`config.mk`:
```
export PLATFORM = sky130hd
export DESIGN_NAME = bpsk_tx_top
export DESIGN_NICKNAME = d
export VERILOG_FILES = /design/src/source/srrc_coef_pkg.sv /design/src/source/tx_symbol_pkg.sv /design/src/source/bit_scrambler_mapper.sv /design/src/source/symbol_fifo.sv /design/src/source/srrc_polyphase_filter.sv /design/src/source/bpsk_tx_top.sv
export SDC_FILE = /design/constraint.sdc
export NUM_CORES = 1
export LEC_CHECK = 0
export ABC_AREA = 1
export BUFFER_PORTS_ARGS = -buffer_cell sky130_fd_sc_hd__buf_4
export CORE_MARGIN = 2
export CORE_UTILIZATION = 55
export CTS_CLUSTER_SIZE = 14
export DETAILED_ROUTE_END_ITERATION = 6
export GPL_TIMING_DRIVEN = 1
export PLACE_DENSITY = 0.84
export SYNTH_ARGS = -nofsm -noshare
export SYNTH_HDL_FRONTEND = slang
export SYNTH_SLANG_ARGS = --single-unit
```
`constraint.sdc`:
```
create_clock -name clk -period 5.79 [get_ports clk]
set_clock_uncertainty 0.2 [all_clocks]
set_input_delay 0.8685 -clock clk [delete_from_list [all_inputs] [get_ports clk]]
set_output_delay 0.8685 -clock clk [all_outputs]
set_load 0.1 [all_outputs]
```
`src/source/srrc_coef_pkg.sv`:
```
`default_nettype none

package srrc_coef_pkg;

    // Output sample format of the shaping filter
    localparam int sample_width = 18;
    localparam int samples_per_symbol = 4;
    localparam int tap_count = 17;

    typedef logic signed [sample_width-1:0] sample_t;

    // Root-raised-cosine taps, symmetric around the centre tap 8.
    // The taps are prescaled so that five summed terms never exceed the sample range
    localparam sample_t srrc_taps [tap_count] = '{
        314,
        -2115,
        -5743,
        -6936,
        -719,
        15367,
        37897,
        57966,
        66023,
        57966,
        37897,
        15367,
        -719,
        -6936,
        -5743,
        -2115,
        314
    };

endpackage

`default_nettype wire

```
`src/source/tx_symbol_pkg.sv`:
```
`default_nettype none

package tx_symbol_pkg;

    // A zero symbol fills the filter when the queue runs dry
    typedef enum logic [1:0] {
        sym_zero = 2'b00,
        sym_pos  = 2'b01,
        sym_neg  = 2'b10
    } symbol_t;

    localparam int fifo_depth = 8;
    localparam int fifo_addr_width = 3;

    // Additive scrambler, polynomial x^7 + x^6 + 1
    localparam int scrambler_width = 7;
    localparam logic [scrambler_width-1:0] scrambler_seed = '1;

endpackage

`default_nettype wire

```
`src/source/bit_scrambler_mapper.sv`:
```
`timescale 1ns/1ps
`default_nettype none

module bit_scrambler_mapper (
    input  wire logic                   clk,
    input  wire logic                   reset,
    input  wire logic                   bit_valid,
    input  wire logic                   bit_data,
    input  wire logic                   scramble_enable,
    output logic                        push,
    output tx_symbol_pkg::symbol_t      push_symbol
);

    import tx_symbol_pkg::*;

    logic [scrambler_width-1:0] scrambler;
    logic scrambler_out;
    logic coded_bit;

    // Feedback from the x^7 and x^6 stages, which is also the whitening bit
    assign scrambler_out = scrambler[scrambler_width-1] ^ scrambler[scrambler_width-2];
    assign coded_bit = bit_data ^ (scramble_enable & scrambler_out);

    // The scrambler steps on every input bit, also when scrambling is off,
    // so enabling it mid-stream stays aligned with the bit count
    always_ff @(posedge clk) begin
        if (reset) begin
            scrambler <= scrambler_seed;
            push <= 1'b0;
        end else begin
            push <= bit_valid;
            if (bit_valid) begin
                scrambler <= {scrambler[scrambler_width-2:0], scrambler_out};
            end
        end
    end

    // BPSK mapping: 0 goes to +1 and 1 goes to -1
    always_ff @(posedge clk) begin
        if (bit_valid) begin
            push_symbol <= coded_bit ? sym_neg : sym_pos;
        end
    end

endmodule

`default_nettype wire

```
`src/source/symbol_fifo.sv`:
```
`timescale 1ns/1ps
`default_nettype none

module symbol_fifo (
    input  wire logic                   clk,
    input  wire logic                   reset,
    input  wire logic                   push,
    input  tx_symbol_pkg::symbol_t      push_symbol,
    input  wire logic                   pop,
    output tx_symbol_pkg::symbol_t      head_symbol,
    output logic                        empty,
    output logic                        overflow
);

    import tx_symbol_pkg::*;

    symbol_t mem [fifo_depth];
    logic [fifo_addr_width-1:0] wr_ptr;
    logic [fifo_addr_width-1:0] rd_ptr;
    logic [fifo_addr_width:0] count;
    logic full;
    logic do_push;
    logic do_pop;

    assign full = (count == (fifo_addr_width + 1)'(fifo_depth));
    assign empty = (count == '0);

    // A full queue refuses the push even if a pop frees a slot in the same cycle
    assign do_push = push & ~full;
    assign do_pop = pop & ~empty;
    assign overflow = push & full;

    // Fallthrough read, the oldest entry is always on the output
    assign head_symbol = mem[rd_ptr];

    always_ff @(posedge clk) begin
        if (do_push) begin
            mem[wr_ptr] <= push_symbol;
        end
    end

    // Pointers wrap on their own since the depth is a power of two
    always_ff @(posedge clk) begin
        if (reset) begin
            wr_ptr <= '0;
            rd_ptr <= '0;
            count <= '0;
        end else begin
            if (do_push) begin
                wr_ptr <= wr_ptr + 1'b1;
            end
            if (do_pop) begin
                rd_ptr <= rd_ptr + 1'b1;
            end
            case ({do_push, do_pop})
                2'b10:   count <= count + 1'b1;
                2'b01:   count <= count - 1'b1;
                default: count <= count;
            endcase
        end
    end

endmodule

`default_nettype wire

```
`src/source/srrc_polyphase_filter.sv`:
```
`timescale 1ns/1ps
`default_nettype none

module srrc_polyphase_filter (
    input  wire logic                   clk,
    input  wire logic                   reset,
    input  tx_symbol_pkg::symbol_t      head_symbol,
    input  wire logic                   empty,
    output logic                        pop,
    output srrc_coef_pkg::sample_t      sample,
    output logic [1:0]                  sample_phase,
    output logic                        sample_valid,
    output logic                        underrun
);

    import srrc_coef_pkg::*;
    import tx_symbol_pkg::*;

    // Five symbols span the 17 taps at four samples per symbol
    symbol_t hist [(tap_count + samples_per_symbol - 1) / samples_per_symbol];
    symbol_t window [(tap_count + samples_per_symbol - 1) / samples_per_symbol];
    symbol_t new_symbol;
    logic [1:0] phase;
    logic symbol_start;
    sample_t sum;

    // Coefficient lookup with sign taken from the symbol, so no multiplier is needed
    function automatic sample_t tap_term(input symbol_t sym, input int unsigned idx);
        sample_t coef;
        coef = '0;
        if (idx < tap_count) begin
            coef = srrc_taps[idx];
        end
        case (sym)
            sym_pos: return coef;
            sym_neg: return -coef;
            default: return '0;
        endcase
    endfunction

    assign symbol_start = (phase == 2'd0);
    assign pop = symbol_start & ~empty;

    // An empty queue feeds a zero symbol instead of stalling the sample stream
    assign new_symbol = empty ? sym_zero : head_symbol;

    // The window is the history as seen in this cycle, with the new symbol
    // already in slot 0 at phase 0
    always_comb begin
        window[0] = symbol_start ? new_symbol : hist[0];
        for (int k = 1; k < $size(hist); k++) begin
            window[k] = symbol_start ? hist[k-1] : hist[k];
        end
    end

    always_comb begin
        sum = '0;
        for (int k = 0; k < $size(window); k++) begin
            sum = sum + tap_term(window[k], samples_per_symbol * k + phase);
        end
    end

    // Outside phase 0 the window equals the history, so loading it every cycle is safe
    always_ff @(posedge clk) begin
        if (reset) begin
            phase <= 2'd0;
            sample_valid <= 1'b0;
            underrun <= 1'b0;
            for (int k = 0; k < $size(hist); k++) begin
                hist[k] <= sym_zero;
            end
        end else begin
            phase <= phase + 1'b1;
            sample_valid <= 1'b1;
            underrun <= symbol_start & empty;
            for (int k = 0; k < $size(hist); k++) begin
                hist[k] <= window[k];
            end
        end
    end

    // Underrun is registered together with the phase 0 sample it belongs to
    always_ff @(posedge clk) begin
        sample <= sum;
        sample_phase <= phase;
    end

endmodule

`default_nettype wire

```
`src/source/bpsk_tx_top.sv`:
```
`timescale 1ns/1ps
`default_nettype none

module bpsk_tx_top (
    input  wire logic                   clk,
    input  wire logic                   reset,
    input  wire logic                   bit_valid,
    input  wire logic                   bit_data,
    input  wire logic                   scramble_enable,
    output srrc_coef_pkg::sample_t      sample,
    output logic [1:0]                  sample_phase,
    output logic                        sample_valid,
    output logic                        overflow,
    output logic                        underrun
);

    import tx_symbol_pkg::*;

    logic push;
    symbol_t push_symbol;
    logic pop;
    symbol_t head_symbol;
    logic empty;

    // Bits in, one symbol push per accepted bit
    bit_scrambler_mapper mapper_i (
        .clk             (clk),
        .reset           (reset),
        .bit_valid       (bit_valid),
        .bit_data        (bit_data),
        .scramble_enable (scramble_enable),
        .push            (push),
        .push_symbol     (push_symbol)
    );

    symbol_fifo fifo_i (
        .clk         (clk),
        .reset       (reset),
        .push        (push),
        .push_symbol (push_symbol),
        .pop         (pop),
        .head_symbol (head_symbol),
        .empty       (empty),
        .overflow    (overflow)
    );

    // The filter sets the symbol rate and pulls from the queue once per four samples
    srrc_polyphase_filter filter_i (
        .clk          (clk),
        .reset        (reset),
        .head_symbol  (head_symbol),
        .empty        (empty),
        .pop          (pop),
        .sample       (sample),
        .sample_phase (sample_phase),
        .sample_valid (sample_valid),
        .underrun     (underrun)
    );

endmodule

`default_nettype wire

```
==> impl_summary.txt, run 1 <==
----------------------------------------------------
[Clocking]
  Total number of H-tree levels ... 3
  Skew-Pair Late Insertion Delay ... 0.36 ns
  CTS Root Buffer Type ... sky130_fd_sc_hd__clkbuf_8
  Number of CTS-inserted buffers ... 9
  Total of hold buffers inserted after clock tree synthesis ... 0
  Clock tree from TritonCTS ... built
  Clock transition at the register clock pins on the worst setup and hold paths after CTS ... 0.09 ns
  Clk sink count ... 73
  Buffer depth of the longest clock path ... 2

[Finish]
  Inserted Diodes ... 0
  Area Overhead vs Synth ... 9.88%
  End-of-flow core utilization ... 62.1%
  FILL cells ... 928
  Area used by multi-input combinational logic ... 0.00352 sq mm
  Fraction of final layout cells with drive strength greater than 1 ... 11.7%
  Register cell area after layout ... 0.00164 sq mm
  Post-layout nets ... 860

[Min path]
  HP Class ... flip-flop to flip-flop
  Launch instance of the worst min-delay path ... mapper_i.scrambler[4]
  WHS Endpoint ... mapper_i.scrambler[4]
  Worst Hold Depth ... 2

[Route]
  Remaining DRCs ... 0
  Uppermost routed layer ... met4
  Detail-routed via count per cell ... 5.42
  Routed wire length on met2 ... 7050 microns
  Count of nets left with antenna violations after detail routing ... 0
  Drt pass-1 iters ... 5
  Routed met3 length ... ~780 microns
  Metal-1 WL ... approximately 5800 microns
  Drt first-iter violations ... 374
  Final routed wirelength across all metal layers ... 14100 microns
  Average wire per cell in the routed design ... around 16 microns
  Total number of vias ... 4902

[Power and ir drop]
  Switching fraction of total power ... 54.1%
  Clock network power share ... approximately 14%
  Internal Dissipation ... approximately 0.0015 W
  VDD IR max ... approximately 0.00035 V
  Part of the power in registers ... about a fifth
  Comb power frac ... 64.9%
  Leakage power ... 3.24 nW
  Net Switching ... between 0.0015 and 0.002 W
  Power per cell area ... 525 mW/mm^2

[STA]
  Measured slew at the worst slew-check pin ... about 0.56 ns
  RSZ-0062 raised after global routing ... false
  Number of hold violations in the final report ... 0
  Final count of negative-setup-slack endpoints ... 0
  Max Freq ... 186 MHz
  Max_slew headroom ... 62.2%
  Accumulated negative setup slack ... 0 ns
  Share of the clock period used by the worst path after layout ... 92.9%
  Slew Limit Fails ... 0
  Clock period minus worst slack ... 5.38 ns

[Setup path]
  Crit path launch type ... flip-flop
  Maximum fanout count along the critical path ... 6
  Reg2reg start ... filter_i.phase[0]
  Type of the worst setup path ... flip-flop to flip-flop
  Cells on worst reg2reg path ... 26
  Arrival time of the worst setup path ... approximately 5.4 ns
  Element type at the critical path end ... flip-flop
  Worst endpoint required time ... 5.85 ns
  Register-to-Register Setup Slack ... 0.41 ns
  Endpoint of the most critical register-to-register path ... filter_i.sample[17]

[Die]
  Die area ... 0.0114 sq mm
  Core Footprint ... 0.0103 sq mm
  Initial Util ... between 50% and 60%
  Height of the die ... roughly 110 microns
  Die boundary width ... around 110 microns
  Number of top-level design ports ... 28
  Row cnt ... 37

[Logic synthesis]
  Cell area after synthesis ... 0.00581 sq mm
  Per-instance average area after synthesis ... between 7 and 8 sq um
  Number of synthesized register bits ... 73
  Synth area leader ... sky130_fd_sc_hd__dfxtp_1
  Number of standard cells after synthesis ... 732
  Part of the Yosys area used for sequential elements ... around 28%
  Largest cells by area after synthesis ... sky130_fd_sc_hd__dfxtp_1 (19%), sky130_fd_sc_hd__fa_1 (17%), sky130_fd_sc_hd__edfxtp_1 (9.3%)
  Count of synthesis-stage warnings from yosys ... 0
  Netlist cell types ... 47
  Post-Synthesis Net Count ... slightly above 800
  Post-synthesis async set-or-reset flop share ... 0%
  Number of enable flip-flop cells after synthesis ... 18
  Most instantiated flip-flop cell in the synthesis netlist ... sky130_fd_sc_hd__dfxtp_1
  Proportion of netlist area held by the largest area contributor ... 18.9%

[Place]
  HPWL after detailed placement ... 11500 microns
  Final weighted congestion in routability-driven placement ... 0.987
  Count of buffers inserted at the top-level ports ... 27

[Global routing]
  Overflow left after global routing ... 0
  Global routing usage summed across all routing layers ... roughly a quarter
  Pin count of the biggest net entering global routing ... 20
  Vias in the first global route ... 4974
  Number of antenna violations at the first check in global routing ... 0
  Global-route wire length before repair ... about 23000 microns

[Run]
  Max-Cap Viols ... 0

[Status]
  Result of the run ... finished clean

----------------------------------------------------
==> cell type report <==
type / count / share of cell area, %
Clock inverter: 7 / 1.59
Clock buffer: 9 / 1.94
Sequential cell: 73 / 25.7
Tap cell: 136 / 2.67
Timing Repair Buffer: 36 / 4.23
Multi-Input combinational cell: 495 / 55.2
Inverter: 148 / 8.70
==> kinds of logic after synthesis <==
| kind of cell | Yosys count | share of synthesized area, % |
|---|---|---|
| DFF | 73 | 28.3 |
| buffers and inverters | 164 | 11.2 |
| AOI/OAI and AO/OA | 123 | 12.0 |
| adders and majority gates | 92 | 26.3 |
| and+or+nand+nor | 265 | 20.0 |
| xor gates and xnor gates | 15 | 2.26 |
==> cell usage in the layout, fill, tap and decap left out, types with 2 or more instances in the layout <==
cell                        Yosys  layout
sky130_fd_sc_hd__a211oi_1       2       2
sky130_fd_sc_hd__a21oi_1       46      46
sky130_fd_sc_hd__a31oi_1        2       2
sky130_fd_sc_hd__buf_4          3      36
sky130_fd_sc_hd__bufinv_16      0       2
sky130_fd_sc_hd__clkbuf_8       0       9
sky130_fd_sc_hd__dfxtp_1       55      55
sky130_fd_sc_hd__edfxtp_1      18      18
sky130_fd_sc_hd__fa_1          50      50
sky130_fd_sc_hd__ha_1          42      42
sky130_fd_sc_hd__inv_1        137     137
sky130_fd_sc_hd__inv_2         11      11
sky130_fd_sc_hd__inv_6          0       2
sky130_fd_sc_hd__nand2_1      124     124
sky130_fd_sc_hd__nand2_2        5       5
sky130_fd_sc_hd__nand3_1       36      36
sky130_fd_sc_hd__nand3_2        7       7
sky130_fd_sc_hd__nand4_1        2       2
sky130_fd_sc_hd__nor2_1        72      70
sky130_fd_sc_hd__nor2_2         2       4
sky130_fd_sc_hd__nor3_1         7       7
sky130_fd_sc_hd__o211ai_1       5       5
sky130_fd_sc_hd__o21ai_0       44      44
sky130_fd_sc_hd__o21ai_1        2       2
sky130_fd_sc_hd__o21ai_2        3       3
sky130_fd_sc_hd__o22ai_1        4       4
sky130_fd_sc_hd__o31ai_1        4       4
sky130_fd_sc_hd__or2_1          2       2
sky130_fd_sc_hd__or2_2          4       4
sky130_fd_sc_hd__xor2_1        14      14
==> power groups by stage <==
stage               combinational [W]  clock, W  sequential [W]
floorplan                     0.00124         0         0.00114
global placement              0.00210         0        0.000710
detailed placement            0.00216         0        0.000714
CTS                           0.00217  0.000481        0.000705
global route                  0.00241  0.000504        0.000713
finish                        0.00218  0.000475        0.000703
==> critical path: stages (launching register included) <==
cell and delay (ns):
sky130_fd_sc_hd__dfxtp_1 0.32, sky130_fd_sc_hd__inv_1 0.08, sky130_fd_sc_hd__ha_1 0.26, sky130_fd_sc_hd__inv_2 0.07, sky130_fd_sc_hd__or2_1 0.20, sky130_fd_sc_hd__o21ai_0 0.16
sky130_fd_sc_hd__inv_1 0.09, sky130_fd_sc_hd__ha_1 0.22, sky130_fd_sc_hd__inv_1 0.14, sky130_fd_sc_hd__nor2_2 0.07, sky130_fd_sc_hd__inv_1 0.09, sky130_fd_sc_hd__nor2_1 0.06
sky130_fd_sc_hd__a21oi_1 0.21, sky130_fd_sc_hd__fa_1 0.50, sky130_fd_sc_hd__fa_1 0.54, sky130_fd_sc_hd__fa_1 0.54, sky130_fd_sc_hd__inv_1 0.04, sky130_fd_sc_hd__ha_1 0.21
sky130_fd_sc_hd__fa_1 0.44, sky130_fd_sc_hd__nand3_1 0.11, sky130_fd_sc_hd__nand3_1 0.15, sky130_fd_sc_hd__nand2_1 0.11, sky130_fd_sc_hd__nand2_1 0.08, sky130_fd_sc_hd__a21oi_1 0.20
sky130_fd_sc_hd__inv_1 0.07, sky130_fd_sc_hd__nand2_1 0.07, sky130_fd_sc_hd__nand2_1 0.04
==> metrics by stage <==
stage	instances	hold slack, ns	instance area [sq um]	power (W)	worst slack [ns]
after floorplan	732	0.197	5810	0.00238	0.264
after global placement	888	0.242	6150	0.00281	0.589
after detailed placement	888	0.256	6150	0.00287	0.372
after CTS	904	0.280	6380	0.00336	0.358
after global routing	904	0.308	6380	0.00363	0.0211
final	904	0.274	6380	0.00335	0.410
==> synthesized netlist by cell type (all sizes together) (2+ instances only) <==
| master | n |
|---|---|
| a211oi | 2 |
| a21oi | 47 |
| a31oi | 2 |
| buf | 14 |
| clkbuf | 2 |
| dfxtp | 55 |
| edfxtp | 18 |
| fa | 50 |
| ha | 42 |
| inv | 148 |
| nand2 | 130 |
| nand3 | 44 |
| nand4 | 2 |
| nor2 | 75 |
| nor3 | 7 |
| o211ai | 5 |
| o21ai | 49 |
| o22ai | 4 |
| o31ai | 4 |
| or2 | 6 |
| xor2 | 14 |
==> layer usage <==
| metal | global-route usage (%) | vias up |
|---|---|---|
| met5 | 0 | - |
| li1 | - | 2374 |
| met1 | 32.5 | 2337 |
| met4 | 11.3 | 0 |
| met2 | 47.1 | 161 |
| met3 | 3.47 | 30 |
==> timing repair <==
item	CTS	global route
setup buffers	0	0
gates resized for setup	0	2
endpoints found under the setup margin	0	1
==> how the worst max path moves through the flow <==
stage,startpoint,endpoint,cells after the start,slack (ns)
finish,filter_i.phase[0],filter_i.sample[17],26,0.41
global route,filter_i.phase[0],filter_i.sample[17],26,0.02
CTS,filter_i.phase[0],filter_i.sample[17],24,0.36
detailed placement,filter_i.phase[0],filter_i.sample[17],24,0.37
global placement,filter_i.phase[0],filter_i.sample[17],24,0.59
floorplan,filter_i.phase[1],filter_i.sample[17],27,0.26
==> flip-flops by register name, summed over array words and instances, names as in the netlist, named ones only <==
register	count
fifo_i.mem	16
filter_i.sample	18
filter_i.sample_valid	1
fifo_i.wr_ptr	3
filter_i.phase	2
fifo_i.count	4
mapper_i.push	1
filter_i.underrun	1
mapper_i.scrambler	7
mapper_i.push_symbol	2
fifo_i.rd_ptr	3
filter_i.sample_phase	2
filter_i.hist	10
Note: power is estimated with default switching activity, not from simulation.
==> inputs of run 2 (changes only) <==
--- a/config.mk
+++ b/config.mk
@@ -12,7 +12,7 @@
 export CTS_CLUSTER_SIZE = 14
 export DETAILED_ROUTE_END_ITERATION = 6
 export GPL_TIMING_DRIVEN = 1
-export PLACE_DENSITY = 0.84
+export PLACE_DENSITY_LB_ADDON = 0.08
 export SYNTH_ARGS = -nofsm -noshare
 export SYNTH_HDL_FRONTEND = slang
 export SYNTH_SLANG_ARGS = --single-unit
==> impl_summary.txt, run 2 (synthesis gave the netlist of run 1 again) <==
----------------------------------------------------
[Finish]
  Most common cell after layout, fill and taps aside ... sky130_fd_sc_hd__inv_1
  Post-layout nets ... 861 (+0.12%)
  Largest register FFs ... 18 (unchanged)
  Fraction of final layout cells with drive strength greater than 1 ... 11.7% (-0.015 points)
  Most used cells in the layout excluding fill and tap cells ... sky130_fd_sc_hd__inv_1 (137), sky130_fd_sc_hd__nand2_1 (124), sky130_fd_sc_hd__nor2_1 (72)
  FILL cells ... 933 (+0.54%)
  Top reg by flops ... filter_i.sample
  Inserted Diodes ... 0 (unchanged)
  Regs by FF count ... filter_i.sample (18), fifo_i.mem (16), filter_i.hist (10)
  Final instance count without filler cells ... 905 (+0.11%)
  Area Overhead vs Synth ... 9.65%

[Power and ir drop]
  VDD IR max ... 0.000321 V (-8.3%)
  Net Switching ... 0.00179 W (-1.4%)
  Comb power frac ... 65.2% (+0.3 points)
  Clock network power share ... 13.4% (-0.8 points)
  Leakage power ... 3.23 nW (-0.24%)
  Power per cell area ... 515 mW/mm^2 (-1.9%)
  Switching fraction of total power ... 54.5% (+0.39 points)
  Internal Dissipation ... 0.00149 W (-3.0%)
  Part of the power in registers ... 21.4% (+0.4 points)

[STA]
  Final setup margin ... 0.391 ns (-0.0190 ns)
  Share of the clock period used by the worst path after layout ... 93.2% (+0.33 points)
  Max Freq ... 185 MHz (-0.35%)
  Max_slew headroom ... 66.0% (+3.8 points)
  Number of hold violations in the final report ... 0 (unchanged)
  Accumulated negative setup slack ... 0 ns (unchanged)
  RSZ-0062 raised after global routing ... false
  Clock period minus worst slack ... 5.40 ns (+0.0190 ns)
  Measured slew at the worst slew-check pin ... 0.509 ns (-0.0512 ns)
  Final count of negative-setup-slack endpoints ... 0 (unchanged)
  Slew Limit Fails ... 0 (unchanged)

[Clocking]
  CTS Root Buffer Type ... sky130_fd_sc_hd__clkbuf_8
  Number of instances resized during post-cts repair ... 0 (unchanged)
  Post-CTS repair timing setup buffer count ... 0 (unchanged)
  Skew-Pair Late Insertion Delay ... 0.37 ns (about the same)
  Clk sink count ... 73 (unchanged)
  Number of CTS-inserted buffers ... 9 (unchanged)
  Total of hold buffers inserted after clock tree synthesis ... 0 (unchanged)
  Buffer depth of the longest clock path ... 2 (unchanged)
  Clock transition at the register clock pins on the worst setup and hold paths after CTS ... 0.10 ns (about the same)
  Clock tree from TritonCTS ... built
  Total number of H-tree levels ... 3 (unchanged)

[Die]
  Number of top-level design ports ... 28 (unchanged)
  Initial Util ... 56.5% (unchanged)
  Die area ... 0.0114 sq mm (unchanged)
  Core Footprint ... 0.0103 sq mm (unchanged)
  Height of the die ... 107 microns (unchanged)
  Row cnt ... 37 (unchanged)
  Die boundary width ... 107 microns (unchanged)

[Setup path]
  Cells on worst reg2reg path ... 23 (-12%)
  Element type at the critical path end ... flip-flop
  Type of the worst setup path ... flip-flop to flip-flop
  Arrival time of the worst setup path ... 5.48 ns (+0.04 ns)
  Worst endpoint required time ... 5.87 ns (+0.02 ns)
  Crit path launch type ... flip-flop
  Maximum fanout count along the critical path ... 14 (+8)

[Global routing]
  Global routing usage summed across all routing layers ... 26.6% (about the same)
  Pin count of the biggest net entering global routing ... 20 (unchanged)
  Global-route wire length before repair ... 23300 microns (-0.30%)
  Most crowded layer after global routing ... met2
  GR Util met1 ... 33.5% (+1.0 points)
  Fraction of met3 tracks used by global routing ... 3.40% (-0.061 points)
  Vias in the first global route ... 4782 (-3.9%)
  Number of antenna violations at the first check in global routing ... 0 (unchanged)
  Overflow left after global routing ... 0 (unchanged)
  M2 GR Usage ... 46.1% (-0.96 points)

[Route]
  Drt pass-1 iters ... 5 (unchanged)
  Count of nets left with antenna violations after detail routing ... 0 (unchanged)
  Total number of vias ... 4770 (-2.7%)
  Remaining DRCs ... 0 (unchanged)
  Drt first-iter violations ... 325 (-13%)
  Final routed wirelength across all metal layers ... 14000 microns (-0.90%)
  Average wire per cell in the routed design ... 15.5 microns (-1.0%)
  Detail-routed via count per cell ... 5.27 (-2.8%)

[Place]
  Count of placed standard cells including taps ... 889 (+0.11%)
  Pre-CTS setup slack ... 0.430 ns (+0.0583 ns)
  Count of buffers inserted at the top-level ports ... 27 (unchanged)
  HPWL after detailed placement ... 11400 microns (-1.5%)
  Final weighted congestion in routability-driven placement ... 1.06 (+7.5%)

[Min path]
  HP Class ... flip-flop to flip-flop
  Worst Hold Depth ... 2 (unchanged)

[Run]
  Max-Cap Viols ... 0 (unchanged)

[Status]
  Result of the run ... finished clean

----------------------------------------------------
run 2: worst paths after layout:
path              slack [ns]                    end                   from
setup / recovery        0.39    filter_i.sample[17]      filter_i.phase[0]
hold / removal          0.27  mapper_i.scrambler[4]  mapper_i.scrambler[4]
setup reg to reg        0.39    filter_i.sample[17]      filter_i.phase[0]
hold reg to reg         0.27  mapper_i.scrambler[4]  mapper_i.scrambler[4]
run 2: power groups by stage:
stage / sequential (W) / clock (W) / combinational [W]
2_1_floorplan: 0.00114 / 0 / 0.00124
3_3_place_gp: 0.000712 / 0 / 0.00211
4_1_cts: 0.000704 / 0.000452 / 0.00215
3_5_place_dp: 0.000716 / 0 / 0.00214
5_1_grt: 0.000715 / 0.000470 / 0.00238
6_report: 0.000702 / 0.000439 / 0.00214
run 2: metal layers:
metal	vias to the layer above	share of wire, %
met5	-	0
met4	0	2.6
met3	26	4.5
met2	138	50
met1	2234	43
li1	2372	-
run 2: final cells by class:
type	instances	area, sq um	share of cell area (%)
repair buffers	37	278	4.36
clock inverters	7	85.1	1.34
clock buffers	9	124	1.94
well taps	136	170	2.67
multi-input cells	495	3520	55.2
inverters	148	556	8.72
flip-flops and latches	73	1640	25.8
run 2: through the flow:
step / hold slack, ns / total power, W / instance area, sq um / util (%)
6_report: 0.268 / 0.00328 / 6370 / 62.0
4_1_cts: 0.274 / 0.00330 / 6370 / 62.0
2_1_floorplan: 0.197 / 0.00238 / 5810 / -
5_1_grt: 0.304 / 0.00357 / 6370 / 62.0
3_3_place_gp: 0.242 / 0.00282 / 6160 / 60.0
3_5_place_dp: 0.251 / 0.00286 / 6160 / 60.0
run 2: worst max-delay path, stage by stage, from the launching register on:
cell and delay [ns]:
sky130_fd_sc_hd__dfxtp_1 0.33, sky130_fd_sc_hd__inv_1 0.05, sky130_fd_sc_hd__ha_1 0.23, sky130_fd_sc_hd__buf_4 0.20
sky130_fd_sc_hd__o21ai_0 0.33, sky130_fd_sc_hd__ha_1 0.35, sky130_fd_sc_hd__nor2_1 0.21, sky130_fd_sc_hd__inv_1 0.09
sky130_fd_sc_hd__nor2_1 0.13, sky130_fd_sc_hd__a21oi_1 0.08, sky130_fd_sc_hd__fa_1 0.53, sky130_fd_sc_hd__fa_1 0.52
sky130_fd_sc_hd__fa_1 0.55, sky130_fd_sc_hd__inv_1 0.04, sky130_fd_sc_hd__ha_1 0.21, sky130_fd_sc_hd__fa_1 0.46
sky130_fd_sc_hd__nand3_1 0.12, sky130_fd_sc_hd__nand3_1 0.14, sky130_fd_sc_hd__nand2_1 0.09, sky130_fd_sc_hd__nand2_1 0.10
sky130_fd_sc_hd__a21oi_1 0.19, sky130_fd_sc_hd__inv_1 0.06, sky130_fd_sc_hd__nand2_1 0.06, sky130_fd_sc_hd__nand2_1 0.05
